### config.mk
export PLATFORM = sky130hd
export DESIGN_NAME = fp_cast_top
export DESIGN_NICKNAME = d
export VERILOG_FILES = /design/src/logic/fp_cast_pkg.sv /design/src/logic/fp_cast_align.sv /design/src/logic/fp_cast_normalize.sv /design/src/logic/fp_cast_pipe_stage.sv /design/src/logic/fp_cast_result.sv /design/src/logic/fp_cast_round.sv /design/src/logic/fp_cast_top.sv
export SDC_FILE = /design/constraint.sdc
export NUM_CORES = 1
export LEC_CHECK = 0
export BUFFER_PORTS_ARGS = -buffer_cell sky130_fd_sc_hd__buf_2
export CAP_MARGIN = 5
export CELL_PAD_IN_SITES_DETAIL_PLACEMENT = 1
export CELL_PAD_IN_SITES_GLOBAL_PLACEMENT = 1
export CORE_ASPECT_RATIO = 0.5
export CORE_MARGIN = 10
export CORE_UTILIZATION = 35
export DETAILED_ROUTE_END_ITERATION = 6
export PLACE_DENSITY = 0.65
export SETUP_SLACK_MARGIN = 0.1
export SYNTH_ARGS = -nofsm -noshare
export SYNTH_HDL_FRONTEND = slang
export SYNTH_SLANG_ARGS = --single-unit
### constraint.sdc
create_clock -name clk_i -period 11.1 [get_ports clk_i]
set_clock_uncertainty 0.15 [all_clocks]
set_input_delay 1.11 -clock clk_i [delete_from_list [all_inputs] [get_ports clk_i]]
set_output_delay 1.11 -clock clk_i [all_outputs]
set_load 0.03 [all_outputs]
### src/logic/fp_cast_pkg.sv
// ---------------------------------------------------------------------
// types and constants shared by the cast unit
// only fp32, fp16 and 32-bit integers are supported
// fp16 results occupy the low half of the 32-bit result word
// ---------------------------------------------------------------------
`default_nettype none

package fp_cast_pkg;

  localparam int INT_WIDTH = 32;
  localparam int MAN_WIDTH = 32;  // internal mantissa, wide enough for an int
  localparam int EXP_WIDTH = 10;  // signed unbiased exponent

  localparam int FP32_EXP_BITS = 8;
  localparam int FP32_MAN_BITS = 23;
  localparam int FP32_BIAS     = 127;
  localparam int FP16_EXP_BITS = 5;
  localparam int FP16_MAN_BITS = 10;
  localparam int FP16_BIAS     = 15;

  localparam logic [31:0] FP32_QNAN = 32'h7FC0_0000;  // canonical quiet nan
  localparam logic [15:0] FP16_QNAN = 16'h7E00;

  typedef enum logic {FP32, FP16} fp_fmt_e;
  typedef enum logic [1:0] {F2F, F2I, I2F} cast_op_e;
  typedef enum logic [2:0] {RNE, RTZ, RDN, RUP, RMM} rnd_mode_e;

  typedef struct packed {
    logic nv;
    logic of;
    logic uf;
    logic nx;
  } status_t;

  typedef struct packed {
    logic                     sign;
    logic [FP32_EXP_BITS-1:0] exponent;
    logic [FP32_MAN_BITS-1:0] mantissa;
  } fp32_t;

  typedef struct packed {
    logic                     sign;
    logic [FP16_EXP_BITS-1:0] exponent;
    logic [FP16_MAN_BITS-1:0] mantissa;
  } fp16_t;

  // one operand word, read as fp32, as fp16 in the low half or as int32
  typedef union packed {
    fp32_t fp32;
    struct packed {
      logic [15:0] pad;
      fp16_t       val;
    } fp16;
    logic [INT_WIDTH-1:0] int32;
  } operand_u;

  typedef struct packed {
    operand_u  operand;
    cast_op_e  op;
    logic      op_mod;    // 1 selects unsigned integer
    fp_fmt_e   src_fmt;
    fp_fmt_e   dst_fmt;
    rnd_mode_e rnd_mode;
  } cast_req_t;

  typedef struct packed {
    logic [31:0] result;
    status_t     status;
  } cast_resp_t;

  typedef struct packed {
    logic                 sign;
    logic [EXP_WIDTH-1:0] exp;   // two's complement, unbiased
    logic [MAN_WIDTH-1:0] mant;  // leading one at the top bit
    logic                 is_zero;
    logic                 is_inf;
    logic                 is_nan;
    logic                 is_signalling;
    logic                 mant_is_zero;
    cast_op_e             op;
    logic                 op_mod;
    fp_fmt_e              dst_fmt;
    rnd_mode_e            rnd_mode;
  } norm_t;

endpackage

`default_nettype wire

### src/logic/fp_cast_align.sv
// ---------------------------------------------------------------------
// rebias, range check and alignment ahead of rounding
// int overflow is judged on the exponent alone
// ---------------------------------------------------------------------
`timescale 1ns/1ps
`default_nettype none

module fp_cast_align
  import fp_cast_pkg::*;
(
  input  norm_t                norm_i,
  output logic [INT_WIDTH-1:0] pre_round_o,
  output logic [1:0]           round_sticky_o,
  output logic                 of_before_o,
  output logic                 uf_before_o
);

  localparam int SHIFT_WIDTH = 2 * MAN_WIDTH + 1;
  localparam int FP_STICKY   = 2 * MAN_WIDTH - FP32_MAN_BITS - 1;  // below fraction and round
  localparam int INT_STICKY  = 2 * MAN_WIDTH - INT_WIDTH;

  logic                        dst_is_int;
  logic signed [EXP_WIDTH-1:0] src_exp;
  logic signed [EXP_WIDTH-1:0] dst_exp;
  logic signed [EXP_WIDTH-1:0] dst_bias;
  logic signed [EXP_WIDTH-1:0] dst_man_bits;
  logic signed [EXP_WIDTH-1:0] exp_max;
  logic signed [EXP_WIDTH-1:0] int_max_exp;
  logic [EXP_WIDTH-1:0]        final_exp;
  logic [EXP_WIDTH-1:0]        shamt;
  logic [SHIFT_WIDTH-1:0]      preshift;
  logic [SHIFT_WIDTH-1:0]      shifted;
  logic [FP32_MAN_BITS-1:0]    final_mant;
  logic [INT_WIDTH-1:0]        final_int;
  logic [1:0]                  fp_rs;
  logic [1:0]                  int_rs;

  assign dst_is_int = (norm_i.op == F2I);
  assign src_exp    = signed'(norm_i.exp);

  assign dst_bias     = (norm_i.dst_fmt == FP16) ? EXP_WIDTH'(FP16_BIAS) : EXP_WIDTH'(FP32_BIAS);
  assign dst_man_bits = (norm_i.dst_fmt == FP16) ? EXP_WIDTH'(FP16_MAN_BITS)
                                                 : EXP_WIDTH'(FP32_MAN_BITS);
  assign exp_max      = (norm_i.dst_fmt == FP16) ? EXP_WIDTH'((1 << FP16_EXP_BITS) - 1)
                                                 : EXP_WIDTH'((1 << FP32_EXP_BITS) - 1);
  assign int_max_exp  = norm_i.op_mod ? EXP_WIDTH'(INT_WIDTH) : EXP_WIDTH'(INT_WIDTH - 1);
  assign dst_exp      = src_exp + dst_bias;

  // ---------------------------------------------------------------------
  // shift amount and range handling
  // ---------------------------------------------------------------------
  always_comb begin : cast_value
    final_exp   = dst_exp;
    preshift    = SHIFT_WIDTH'(norm_i.mant) << (MAN_WIDTH + 1);
    shamt       = EXP_WIDTH'(FP32_MAN_BITS) - dst_man_bits;  // narrow fraction sits low
    of_before_o = 1'b0;
    uf_before_o = 1'b0;
    if (dst_is_int) begin
      shamt = EXP_WIDTH'(INT_WIDTH - 1) - src_exp;
      if (src_exp >= int_max_exp) begin
        shamt       = '0;
        of_before_o = 1'b1;
      end else if (src_exp < -1) begin  // below one half
        shamt       = EXP_WIDTH'(INT_WIDTH + 1);
        uf_before_o = 1'b1;
      end
    end else if (dst_exp >= exp_max || norm_i.is_inf) begin
      final_exp   = exp_max - 1;  // largest finite, round bits set
      preshift    = '1;
      of_before_o = 1'b1;
    end else if (dst_exp < 1 && dst_exp >= -dst_man_bits) begin
      final_exp   = '0;
      shamt       = shamt + 1 - dst_exp;
      uf_before_o = 1'b1;
    end else if (dst_exp < -dst_man_bits) begin
      final_exp   = '0;
      shamt       = shamt + 2 + dst_man_bits;  // everything into sticky
      uf_before_o = 1'b1;
    end
  end

  assign shifted = preshift >> shamt;

  assign {final_mant, fp_rs[1]} = shifted[2*MAN_WIDTH-1 -: FP32_MAN_BITS+1];
  assign {final_int, int_rs[1]} = shifted[2*MAN_WIDTH -: INT_WIDTH+1];
  assign fp_rs[0]               = |shifted[FP_STICKY-1:0];
  assign int_rs[0]              = |shifted[INT_STICKY-1:0];

  always_comb begin : pack_abs
    if (dst_is_int) begin
      pre_round_o = final_int;
    end else if (norm_i.dst_fmt == FP16) begin
      pre_round_o = INT_WIDTH'({final_exp[FP16_EXP_BITS-1:0], final_mant[FP16_MAN_BITS-1:0]});
    end else begin
      pre_round_o = INT_WIDTH'({final_exp[FP32_EXP_BITS-1:0], final_mant});
    end
  end

  assign round_sticky_o = dst_is_int ? int_rs : fp_rs;

endmodule

`default_nettype wire

### src/logic/fp_cast_normalize.sv
// ---------------------------------------------------------------------
// combinational front end of the cast unit
// class bits are only set for float sources
// ---------------------------------------------------------------------
`timescale 1ns/1ps
`default_nettype none

module fp_cast_normalize
  import fp_cast_pkg::*;
(
  input  cast_req_t req_i,
  output norm_t     norm_o
);

  localparam int LZC_WIDTH = $clog2(MAN_WIDTH + 1);

  logic                     src_is_int;
  logic                     fp_sign;
  logic [FP32_EXP_BITS-1:0] fp_exp;      // fp16 exponent zero-extended
  logic [FP32_MAN_BITS-1:0] fp_man;      // fp16 fraction left-aligned
  logic                     exp_is_max;
  logic                     exp_is_zero;
  logic                     man_is_zero;
  logic [EXP_WIDTH-1:0]     src_bias;
  logic                     int_sign;
  logic [INT_WIDTH-1:0]     int_mag;
  logic [MAN_WIDTH-1:0]     fp_mant;
  logic [MAN_WIDTH-1:0]     enc_mant;
  logic [LZC_WIDTH-1:0]     lzc;
  logic [EXP_WIDTH-1:0]     fp_exp_unb;
  logic [EXP_WIDTH-1:0]     int_exp_unb;

  assign src_is_int = (req_i.op == I2F);

  // ---------------------------------------------------------------------
  // float source decode
  // ---------------------------------------------------------------------
  always_comb begin : fmt_select
    if (req_i.src_fmt == FP16) begin
      fp_sign    = req_i.operand.fp16.val.sign;
      fp_exp     = FP32_EXP_BITS'(req_i.operand.fp16.val.exponent);
      fp_man     = FP32_MAN_BITS'(req_i.operand.fp16.val.mantissa)
                   << (FP32_MAN_BITS - FP16_MAN_BITS);
      exp_is_max = &req_i.operand.fp16.val.exponent;
      src_bias   = EXP_WIDTH'(FP16_BIAS);
    end else begin
      fp_sign    = req_i.operand.fp32.sign;
      fp_exp     = req_i.operand.fp32.exponent;
      fp_man     = req_i.operand.fp32.mantissa;
      exp_is_max = &req_i.operand.fp32.exponent;
      src_bias   = EXP_WIDTH'(FP32_BIAS);
    end
  end

  assign exp_is_zero = (fp_exp == '0);
  assign man_is_zero = (fp_man == '0);
  assign fp_mant     = MAN_WIDTH'({~exp_is_zero, fp_man}) << (MAN_WIDTH - 1 - FP32_MAN_BITS);

  // magnitude of the integer source
  assign int_sign = req_i.operand.int32[INT_WIDTH-1] & ~req_i.op_mod;
  assign int_mag  = int_sign ? -req_i.operand.int32 : req_i.operand.int32;

  assign enc_mant = src_is_int ? int_mag : fp_mant;

  // ---------------------------------------------------------------------
  // leading-zero count and normalization
  // ---------------------------------------------------------------------
  always_comb begin : lzc_count
    lzc = LZC_WIDTH'(MAN_WIDTH);  // all zero
    for (int i = 0; i < MAN_WIDTH; i++) begin
      if (enc_mant[i]) lzc = LZC_WIDTH'(MAN_WIDTH - 1 - i);
    end
  end

  // subnormals sit one exponent above their raw field
  assign fp_exp_unb  = EXP_WIDTH'(fp_exp) + EXP_WIDTH'(exp_is_zero) - src_bias
                       - EXP_WIDTH'(lzc);
  assign int_exp_unb = EXP_WIDTH'(MAN_WIDTH - 1) - EXP_WIDTH'(lzc);

  always_comb begin : pack_norm
    norm_o.sign          = src_is_int ? int_sign : fp_sign;
    norm_o.exp           = src_is_int ? int_exp_unb : fp_exp_unb;
    norm_o.mant          = enc_mant << lzc;
    norm_o.is_zero       = ~src_is_int & exp_is_zero & man_is_zero;
    norm_o.is_inf        = ~src_is_int & exp_is_max & man_is_zero;
    norm_o.is_nan        = ~src_is_int & exp_is_max & ~man_is_zero;
    norm_o.is_signalling = ~src_is_int & exp_is_max & ~man_is_zero & ~fp_man[FP32_MAN_BITS-1];
    norm_o.mant_is_zero  = (enc_mant == '0);
    norm_o.op            = req_i.op;
    norm_o.op_mod        = req_i.op_mod;
    norm_o.dst_fmt       = req_i.dst_fmt;
    norm_o.rnd_mode      = req_i.rnd_mode;
  end

  // lzc and shifter together must leave the leading one on top
  a_mant_normalized: assert final (norm_o.mant_is_zero || norm_o.mant[MAN_WIDTH-1])
    else $error("normalized mantissa lacks its leading one");

endmodule

`default_nettype wire

### src/logic/fp_cast_pipe_stage.sv
// ---------------------------------------------------------------------
// one-entry valid/ready register slice
// ready_o depends combinationally on ready_i
// ---------------------------------------------------------------------
`timescale 1ns/1ps
`default_nettype none

module fp_cast_pipe_stage #(
  parameter int unsigned DataWidth = 32
) (
  input  logic                 clk_i,
  input  logic                 rst_n_i,
  input  logic [DataWidth-1:0] data_i,
  input  logic                 valid_i,
  output logic                 ready_o,
  output logic [DataWidth-1:0] data_o,
  output logic                 valid_o,
  input  logic                 ready_i
);

  logic [DataWidth-1:0] data_q;
  logic                 valid_q;

  // accept when empty or when the entry leaves this cycle
  assign ready_o = ~valid_q | ready_i;

  always_ff @(posedge clk_i or negedge rst_n_i) begin
    if (!rst_n_i) begin
      valid_q <= 1'b0;
    end else if (ready_o) begin
      valid_q <= valid_i;
    end
  end

  always_ff @(posedge clk_i) begin
    if (valid_i && ready_o) begin
      data_q <= data_i;
    end
  end

  assign data_o  = data_q;
  assign valid_o = valid_q;

  // a stalled entry must neither drop nor change
  a_hold_stalled: assert property (@(posedge clk_i) disable iff (!rst_n_i)
    valid_o && !ready_i |=> valid_o && $stable(data_o))
    else $error("pipe stage changed a stalled entry");

endmodule

`default_nettype wire

### src/logic/fp_cast_result.sv
// ---------------------------------------------------------------------
// final result and flags
// integer specials saturate and raise nv
// float nan results are always the canonical quiet nan
// ---------------------------------------------------------------------
`timescale 1ns/1ps
`default_nettype none

module fp_cast_result
  import fp_cast_pkg::*;
(
  input  norm_t                norm_i,
  input  logic [INT_WIDTH-1:0] rounded_i,
  input  logic [1:0]           round_sticky_i,
  input  logic                 of_before_i,
  input  logic                 uf_before_i,
  output cast_resp_t           resp_o
);

  logic                 src_is_int;
  logic                 dst_is_int;
  logic                 of_after;
  logic                 uf_after;
  logic [31:0]          fp_regular;
  logic [31:0]          fp_special;
  logic                 fp_is_special;
  status_t              fp_status;
  logic [INT_WIDTH-1:0] int_regular;
  logic [INT_WIDTH-1:0] int_special;
  logic                 int_is_special;
  status_t              int_status;

  assign src_is_int = (norm_i.op == I2F);
  assign dst_is_int = (norm_i.op == F2I);

  // ---------------------------------------------------------------------
  // float destination
  // ---------------------------------------------------------------------
  always_comb begin : fp_pack
    if (norm_i.dst_fmt == FP16) begin
      uf_after   = (rounded_i[FP16_MAN_BITS +: FP16_EXP_BITS] == '0);
      of_after   = &rounded_i[FP16_MAN_BITS +: FP16_EXP_BITS];
      fp_regular = 32'({norm_i.sign, rounded_i[FP16_EXP_BITS+FP16_MAN_BITS-1:0]});
      fp_special = 32'({norm_i.sign, {FP16_EXP_BITS{norm_i.is_inf}}, FP16_MAN_BITS'(0)});
      if (norm_i.is_nan) fp_special = 32'(FP16_QNAN);
    end else begin
      uf_after   = (rounded_i[FP32_MAN_BITS +: FP32_EXP_BITS] == '0);
      of_after   = &rounded_i[FP32_MAN_BITS +: FP32_EXP_BITS];
      fp_regular = {norm_i.sign, rounded_i[FP32_EXP_BITS+FP32_MAN_BITS-1:0]};
      fp_special = {norm_i.sign, {FP32_EXP_BITS{norm_i.is_inf}}, FP32_MAN_BITS'(0)};
      if (norm_i.is_nan) fp_special = FP32_QNAN;
    end
    if (src_is_int && norm_i.mant_is_zero) fp_regular = '0;  // integer zero
  end

  assign fp_is_special = norm_i.is_zero | norm_i.is_inf | norm_i.is_nan;

  always_comb begin : fp_flags
    fp_status = '0;
    if (fp_is_special) begin
      fp_status.nv = norm_i.is_signalling;
    end else begin
      fp_status.nv = src_is_int & (of_before_i | of_after);  // int too big for the format
      fp_status.of = ~src_is_int & (of_before_i | of_after);
      fp_status.nx = (|round_sticky_i) | fp_status.of;
      fp_status.uf = uf_before_i & uf_after & fp_status.nx;
    end
  end

  // ---------------------------------------------------------------------
  // integer destination
  // ---------------------------------------------------------------------
  assign int_regular = norm_i.sign ? -rounded_i : rounded_i;

  always_comb begin : int_saturate
    int_special = {norm_i.op_mod, {(INT_WIDTH-1){1'b1}}};  // positive max
    if (norm_i.sign && !norm_i.is_nan) int_special = ~int_special;
  end

  assign int_is_special = norm_i.is_nan | norm_i.is_inf | of_before_i
                        | (norm_i.sign & norm_i.op_mod & (int_regular != '0));

  always_comb begin : int_flags
    int_status    = '0;
    int_status.nv = int_is_special;
    int_status.nx = ~int_is_special & (|round_sticky_i);
  end

  // final selection
  always_comb begin : select_resp
    if (dst_is_int) begin
      resp_o.result = int_is_special ? int_special : int_regular;
      resp_o.status = int_status;
    end else begin
      resp_o.result = fp_is_special ? fp_special : fp_regular;
      resp_o.status = fp_status;
    end
  end

endmodule

`default_nettype wire

### src/logic/fp_cast_round.sv
// ---------------------------------------------------------------------
// rounds a magnitude by one ulp from round and sticky bits
// ---------------------------------------------------------------------
`timescale 1ns/1ps
`default_nettype none

module fp_cast_round
  import fp_cast_pkg::*;
(
  input  logic [INT_WIDTH-1:0] abs_i,
  input  logic                 sign_i,
  input  logic [1:0]           round_sticky_i,  // {round, sticky}
  input  rnd_mode_e            rnd_mode_i,
  output logic [INT_WIDTH-1:0] abs_o
);

  logic round_up;

  always_comb begin : round_decision
    unique case (rnd_mode_i)
      RNE:     round_up = round_sticky_i[1] & (round_sticky_i[0] | abs_i[0]);  // ties to even
      RTZ:     round_up = 1'b0;
      RDN:     round_up = (|round_sticky_i) & sign_i;
      RUP:     round_up = (|round_sticky_i) & ~sign_i;
      RMM:     round_up = round_sticky_i[1];  // ties away
      default: round_up = 1'b0;
    endcase
  end

  // carry out of the fraction bumps the exponent
  assign abs_o = abs_i + INT_WIDTH'(round_up);

endmodule

`default_nettype wire

### src/logic/fp_cast_top.sv
// ---------------------------------------------------------------------
// fp32/fp16/int32 cast unit with two register stages
// latency two cycles, up to two requests in flight
// there is no input register, so req_i feeds logic directly
// ---------------------------------------------------------------------
`timescale 1ns/1ps
`default_nettype none

module fp_cast_top
  import fp_cast_pkg::*;
(
  input  logic       clk_i,
  input  logic       rst_n_i,
  input  cast_req_t  req_i,
  input  logic       req_valid_i,
  output logic       req_ready_o,
  output cast_resp_t resp_o,
  output logic       resp_valid_o,
  input  logic       resp_ready_i
);

  norm_t                norm_d;
  norm_t                norm_q;
  logic                 norm_valid;
  logic                 norm_ready;
  logic [INT_WIDTH-1:0] pre_round;
  logic [INT_WIDTH-1:0] rounded;
  logic [1:0]           round_sticky;
  logic                 of_before;
  logic                 uf_before;
  cast_resp_t           resp_d;

  fp_cast_normalize i_normalize (
    .req_i  ( req_i  ),
    .norm_o ( norm_d )
  );

  // stage 1 after normalization
  fp_cast_pipe_stage #(
    .DataWidth ( $bits(norm_t) )
  ) i_norm_stage (
    .clk_i   ( clk_i       ),
    .rst_n_i ( rst_n_i     ),
    .data_i  ( norm_d      ),
    .valid_i ( req_valid_i ),
    .ready_o ( req_ready_o ),
    .data_o  ( norm_q      ),
    .valid_o ( norm_valid  ),
    .ready_i ( norm_ready  )
  );

  fp_cast_align i_align (
    .norm_i         ( norm_q       ),
    .pre_round_o    ( pre_round    ),
    .round_sticky_o ( round_sticky ),
    .of_before_o    ( of_before    ),
    .uf_before_o    ( uf_before    )
  );

  fp_cast_round i_round (
    .abs_i          ( pre_round       ),
    .sign_i         ( norm_q.sign     ),
    .round_sticky_i ( round_sticky    ),
    .rnd_mode_i     ( norm_q.rnd_mode ),
    .abs_o          ( rounded         )
  );

  fp_cast_result i_result (
    .norm_i         ( norm_q       ),
    .rounded_i      ( rounded      ),
    .round_sticky_i ( round_sticky ),
    .of_before_i    ( of_before    ),
    .uf_before_i    ( uf_before    ),
    .resp_o         ( resp_d       )
  );

  // stage 2 at the output
  fp_cast_pipe_stage #(
    .DataWidth ( $bits(cast_resp_t) )
  ) i_out_stage (
    .clk_i   ( clk_i        ),
    .rst_n_i ( rst_n_i      ),
    .data_i  ( resp_d       ),
    .valid_i ( norm_valid   ),
    .ready_o ( norm_ready   ),
    .data_o  ( resp_o       ),
    .valid_o ( resp_valid_o ),
    .ready_i ( resp_ready_i )
  );

endmodule

`default_nettype wire

==> results.py, run 1 <==
metrics = {
    "status": {
        "outcome": "complete, but fails checks",
        "violations": "negative setup slack",
    },
    "timing": {
        "holdWs_ns": 0.338,
        "fmax_mhz": 87.5,
        "worst_pin_slew_ns": 1.38,
        "finalHoldViolations": 0,
        "setup_violations": 34,
        "period_share_pct": 103,
        "tns_ns": -8.26,
        "finalCriticalPeriod_ns": 11.43,
        "layout_setup_ws_ns": -0.325,
        "rsz0062_at_grt": "true",
        "slew_violations": 0,
        "slew_headroom_pct": 7.07,
    },
    "cells_and_area": {
        "multi_input_comb_area_um2": 13200,
        "drive_gt1_share_pct": 34.3,
        "insertedDiodeCount": 0,
        "nets": 2741,
        "n_fill_cell": 5431,
        "seq_area_um2": 2780,
        "final_util_pct": 50.3,
        "mostFrequentLayoutCells": "buf_4 (500), nor2_1 (226), nand2_1 (202), a21oi_1 (125), o21ai_0 (121)",
        "synthToLayoutAreaGrowth_pct": 40.6,
        "layout_commonest_cell": "buf_4",
    },
    "global_routing": {
        "grt.overflow.total": 0,
        "grt_pass1_vias": 20300,
        "grt_start_max_net_pins": 56,
        "grt_antenna_before_repair": 0,
        "grt_first_pass_wirelength_um": 120000,
        "track_usage_pct": 27.3,
    },
    "pwr": {
        "powerDensity_nw_per_um2": 163,
        "total_power_mw": 3.60,
        "vdd_drop_max_mv": 0.0933,
        "leakage_nw": 9.04,
    },
    "synth": {
        "yosys_warnings": 0,
        "synthArstFlopShare_pct": 2.15,
        "synth_edf_count": 91,
        "ys_top_cells_by_area": "edfxtp_1 (17%), mux2i_1 (6.0%), nor2_1 (5.6%)",
        "syn_area_um2": 15700,
        "yosysUniqueCellTypes": 117,
        "yosys.area.top_type": "edfxtp_1",
        "yosysTopAreaCellShare_pct": 17.4,
        "ys_seq_elements": 93,
        "syn-instance-count": 2151,
        "syn_nets": 2242,
        "yosysSeqAreaShare_pct": 17.7,
        "synthFlopType": "edfxtp_1",
        "syn_avg_cell_area_um2": 7.31,
    },
    "setup_path": {
        "critPathBufInv": 13,
        "path_max_fanout": 8,
        "slowest_stage": "or4_4",
        "startpoint_type": "register",
        "critPathMaxStageDelay_ns": 0.57,
        "cpMostUsedCell": "buf_4",
        "crit_required_ns": 11.20,
        "arrival_ns": 11.53,
        "cp-end-kind": "register",
        "path_class": "register to register",
        "cp_top_family": "compound AO/OA/AOI/OAI gates",
    },
    "clock_tree": {
        "clock_path_buffers": 2,
        "clkTransAtPathRegs_ns": 0.08,
        "cts-hold-fix-buffers": 0,
        "htree_levels": 3,
        "clock-sinks": 93,
        "numCtsBuffers": 9,
        "clk_latency_ns": 0.39,
        "cts_tree": "built",
        "cts-root-buf": "clkbuf_16",
    },
    "detailed_routing": {
        "drt-initial-drc-count": 1537,
        "routed-via-count": 20200,
        "final_antenna_net_count": 0,
        "wl_per_cell_um": 24.1,
        "drt-vias-per-instance": 6.24,
        "drc": 0,
        "wl_um": 78300,
        "dr.pass1.iters": 5,
    },
    "floorplan": {
        "die_w_um": 320,
        "row_count": 54,
        "io_pins": 82,
        "start_util_pct": 35.8,
        "fp.coreArea_um2": 44000,
        "dieHeight_um": 170,
        "dieArea_um2": 54300,
    },
    "placed_design": {
        "dp.final_hpwl_um": 61500,
        "port_buffers": 81,
        "gp_congestion": 0.994,
    },
    "hold_path": {
        "hp-class": "input pin to async pin",
    },
    "run": {
        "drv_cap": 0,
    },
}
==> area by class of cell <==
type                    instances  area share, %
clock inverters                 6          0.396
clock buffers                   9           1.02
flip-flops and latches         93           12.6
repair buffers                625           21.7
well taps                     588           3.33
multi-input cells            1861           59.9
inverters                      60           1.06
==> registers in the layout, summed over array words and instances, names as in the netlist <==
signal,flops
i_out_stage.data_o,36
i_out_stage.valid_o,1
i_norm_stage.data_o,55
i_norm_stage.valid_o,1
==> what timing repair did <==
item	in CTS	in global routing
endpoints found under the hold margin	0	0
setup endpoints to repair	34	34
pin swaps	75	61
gates resized for setup	130	84
buffers inserted	50	29
gates cloned	3	1
==> path summary, 6_finish.rpt <==
kind	start	to	slack (ns)	cells after the start
max	i_norm_stage.data_o[44]	i_out_stage.data_o[14]	-0.33	53
min	rst_n_i	i_norm_stage.valid_o	0.34	1
max reg2reg	i_norm_stage.data_o[44]	i_out_stage.data_o[14]	-0.33	53
min reg2reg	i_norm_stage.valid_o	i_out_stage.valid_o	0.34	1
max in group asynchronous	rst_n_i	i_out_stage.valid_o	10.37	1
min in group clk_i	i_norm_stage.valid_o	i_out_stage.valid_o	0.34	1
==> cell families after synthesis <==
logic type | Yosys count | share of synthesized area, %
AO/OA/AOI/OAI | 715 | 32.1
AND/OR/NAND/NOR | 891 | 28.4
multiplexers | 117 | 7.62
buffers and inverters | 197 | 5.18
adder cells (fa/ha/maj) | 47 | 3.88
flip-flops | 93 | 17.7
XOR/XNOR | 91 | 5.12
==> metrics by stage <==
stage | std cells | setup slack (ns) | instance area [um2]
after detailed placement | 3145 | -0.669 | 20100
after global routing | 3242 | -0.672 | 22100
after CTS | 3212 | 0.108 | 21500
final | 3242 | -0.325 | 22100
after global placement | 3145 | -0.389 | 20100
after floorplan | 2151 | 0.0148 | 16000
==> routing by layer <==
layer	GRT usage, %	share of wire (%)	vias up
met5	0	0	-
met4	9.11	3.5	0
met3	3.60	5.7	184
met2	45.3	45	752
met1	36.4	46	10000
li1	-	-	9280
==> worst register-to-register path, delay by kind of cell (launching register included) <==
family / cells / cell delay [ns]
flip-flops: 1 / 0.42
buffers and inverters: 13 / 1.77
XOR/XNOR: 1 / 0.25
AO/OA/AOI/OAI: 18 / 4.29
AND/OR/NAND/NOR: 17 / 3.73
adder cells (fa/ha/maj): 4 / 0.68
==> power breakdown <==
group          internal [mW]  switching, mW  total, mW
clock network          0.196          0.158      0.354
registers              0.439         0.0342      0.474
logic                   1.21           1.56       2.77
==> cell usage after synthesis (9+ instances only) <==
cell type,instances
a2111oi_0,11
a211oi_1,39
a21o_1,18
a21oi_1,146
a221o_1,9
a221oi_1,13
a22oi_1,19
a31o_2,9
a31oi_1,28
and2_1,30
and3_1,36
buf_1,11
buf_2,27
clkbuf_1,92
edfxtp_1,91
ha_1,44
inv_1,57
mux2_2,22
mux2i_1,95
nand2_1,207
nand2b_1,19
nand3_1,86
nand3b_1,11
nand4_1,29
nor2_1,235
nor2b_1,19
nor3_1,80
nor3b_1,13
nor4_1,36
o2111ai_1,11
o211ai_1,44
o21a_1,11
o21ai_0,129
o21ai_1,15
o221ai_1,29
o22ai_1,35
o31ai_1,20
o41ai_1,9
or2_2,19
or3_1,20
or4_1,14
xnor2_1,56
xor2_1,34
Note: power is estimated with default switching activity, not from simulation.
==> run 2, diff against run 1 <==
PLACE_DENSITY = default   (was 0.65)
PLACE_DENSITY_LB_ADDON = 0.1   (was default)
==> run 2 against run 1 <==
Compared with the run above: the flow finishes with violations (max-capacitance violations, max-slew violations, negative setup slack); register-to-register slack lost 0.03 ns; worst hold slack lost 0.0042 ns; count of clock-buffer cells in the layout is the same; core utilization grew 1.5 points; power grew 2.4%; sequential share of layout area shrank 0.35 points; final area grew 2.9%; setup slack lost 0.031 ns; critical path depth shrank 3.
==> results.py, run 2 (synthesis gave the netlist of run 1 again) <==
metrics = {
    "status": {
        "outcome": "complete, but fails checks",
        "violations": "max-capacitance violations, max-slew violations, negative setup slack",
    },
    "setup_path": {
        "arrival_ns": 11.54,
        "cp-end-kind": "register",
        "startpoint_type": "register",
        "r2r_slack_ns": -0.36,
        "path_class": "register to register",
        "rr_worst_depth": 50,
        "path_max_fanout": 8,
        "slowest_stage": "or4_4",
        "r2r-end": "i_out_stage.data_o[34]",
        "r2r-start": "i_norm_stage.data_o[3]",
        "cp_top_family": "compound AO/OA/AOI/OAI gates",
        "critPathBufInv": 16,
        "crit_required_ns": 11.18,
        "cpMostUsedCell": "buf_4",
        "critPathMaxStageDelay_ns": 0.57,
    },
    "pwr": {
        "internal_power_mw": 1.88,
        "seq_power_share_pct": 12.9,
        "leakage_nw": 9.34,
        "vdd_drop_max_mv": 0.0692,
        "power.switching_mw": 1.81,
        "switching_share_pct": 49.0,
        "p_clk_share_pct": 9.1,
        "powerDensity_nw_per_um2": 162,
        "total_power_mw": 3.69,
        "combPwrFrac_pct": 78.0,
    },
    "detailed_routing": {
        "drt-vias-per-instance": 6.19,
        "drt-initial-drc-count": 1906,
        "routed-via-count": 20400,
        "wl_per_cell_um": 24.8,
        "final_antenna_net_count": 0,
        "drc": 0,
        "wl_um": 81700,
        "dr.pass1.iters": 5,
    },
    "clock_tree": {
        "numCtsBuffers": 9,
        "clock-sinks": 93,
        "clkTransAtPathRegs_ns": 0.08,
        "cts-root-buf": "clkbuf_16",
        "htree_levels": 3,
        "cts_tree": "built",
        "clk_latency_ns": 0.38,
        "clock_path_buffers": 2,
    },
    "global_routing": {
        "grt_util_met1_pct": 38.8,
        "grt_antenna_before_repair": 0,
        "grt_first_pass_wirelength_um": 124000,
        "grt_start_max_net_pins": 56,
        "grt.overflow.total": 0,
        "track_usage_pct": 28.5,
        "grt_use_met2_pct": 47.6,
        "grt_pass1_vias": 20500,
        "grt_util_met3_pct": 2.33,
        "top_usage_layer": "met2",
    },
    "floorplan": {
        "dieArea_um2": 54300,
        "row_count": 54,
        "dieHeight_um": 170,
        "start_util_pct": 35.8,
        "die_w_um": 320,
        "io_pins": 82,
        "fp.coreArea_um2": 44000,
    },
    "cells_and_area": {
        "layout_commonest_cell": "buf_4",
        "mostFrequentLayoutCells": "buf_4 (543), nor2_1 (222), nand2_1 (196), a21oi_1 (119), o21ai_0 (116)",
        "final_util_pct": 51.7,
        "synthToLayoutAreaGrowth_pct": 44.7,
        "nets": 2789,
        "drive_gt1_share_pct": 36.6,
        "largest_reg_flops": 55,
        "insertedDiodeCount": 0,
    },
    "timing": {
        "tns_ns": -8.93,
        "finalCriticalPeriod_ns": 11.46,
        "worst_pin_slew_ns": 1.55,
        "period_share_pct": 103,
        "slew_violations": 4,
        "finalHoldViolations": 0,
        "setup_violations": 34,
        "fmax_mhz": 87.3,
        "layout_setup_ws_ns": -0.356,
        "slew_headroom_pct": -4.32,
        "rsz0062_at_grt": "true",
    },
    "hold_path": {
        "hp-start": "i_norm_stage.valid_o",
        "hp-class": "register to register",
        "hold_end": "i_out_stage.valid_o",
        "min_delay_path_depth": 1,
    },
    "placed_design": {
        "port_buffers": 81,
        "gp_congestion": 0.963,
        "dp.final_hpwl_um": 63700,
    },
    "run": {
        "drv_cap": 1,
    },
}
-- run 2: worst max-delay path by stage --
stage                                  from                      to  slack [ns]  depth (start not counted)
global placement    i_norm_stage.data_o[44]  i_out_stage.data_o[28]       -0.55                         49
CTS                  i_norm_stage.data_o[3]  i_out_stage.data_o[32]        0.04                         49
finish               i_norm_stage.data_o[3]  i_out_stage.data_o[34]       -0.36                         50
detailed placement  i_norm_stage.data_o[45]  i_out_stage.data_o[18]       -0.85                         49
global route         i_norm_stage.data_o[3]  i_out_stage.data_o[34]       -0.63                         51
floorplan            i_norm_stage.data_o[3]  i_out_stage.data_o[31]        0.01                         50
-- run 2: through the flow --
stage                     std cells  setup WS (ns)  hold slack [ns]  instance area (um2)
final                          3291         -0.356            0.334                22800
after global routing           3291         -0.626            0.340                22800
after CTS                      3266         0.0352            0.337                21900
after detailed placement       3189         -0.853            0.322                20500
after global placement         3189         -0.555            0.307                20500
after floorplan                2151         0.0148            0.299                16000
-- run 2: final cells by class --
type,count,area (um2)
Multi-Input combinational cell,1861,13500
Tap cell,588,736
Fill cell,5416,21200
Sequential cell,93,2780
Clock inverter,7,73.8
Timing Repair Buffer,673,5220
Clock buffer,9,225
Inverter,60,231
-- run 2: power groups by stage --
stage          Sequential [mW]  Clock (mW)  Combinational (mW)
2_1_floorplan            0.500           0                1.25
3_3_place_gp             0.478           0                2.46
3_5_place_dp             0.480           0                2.49
4_1_cts                  0.473       0.342                2.66
5_1_grt                  0.477       0.355                3.05
6_report                 0.474       0.336                2.88
-- run 2: routing by layer --
layer	vias to the layer above	part of all wire, %
met5	-	0
met4	0	3.0
met3	139	4.5
met2	625	46
met1	10200	47
li1	9391	-
-- run 2: timing repair --
item	4_1_cts	5_1_grt
endpoints found under the setup margin	34	34
buffers inserted	62	26
hold buffers	0	0
gates resized for setup	133	123
pin swaps	78	66
gates cloned	2	2
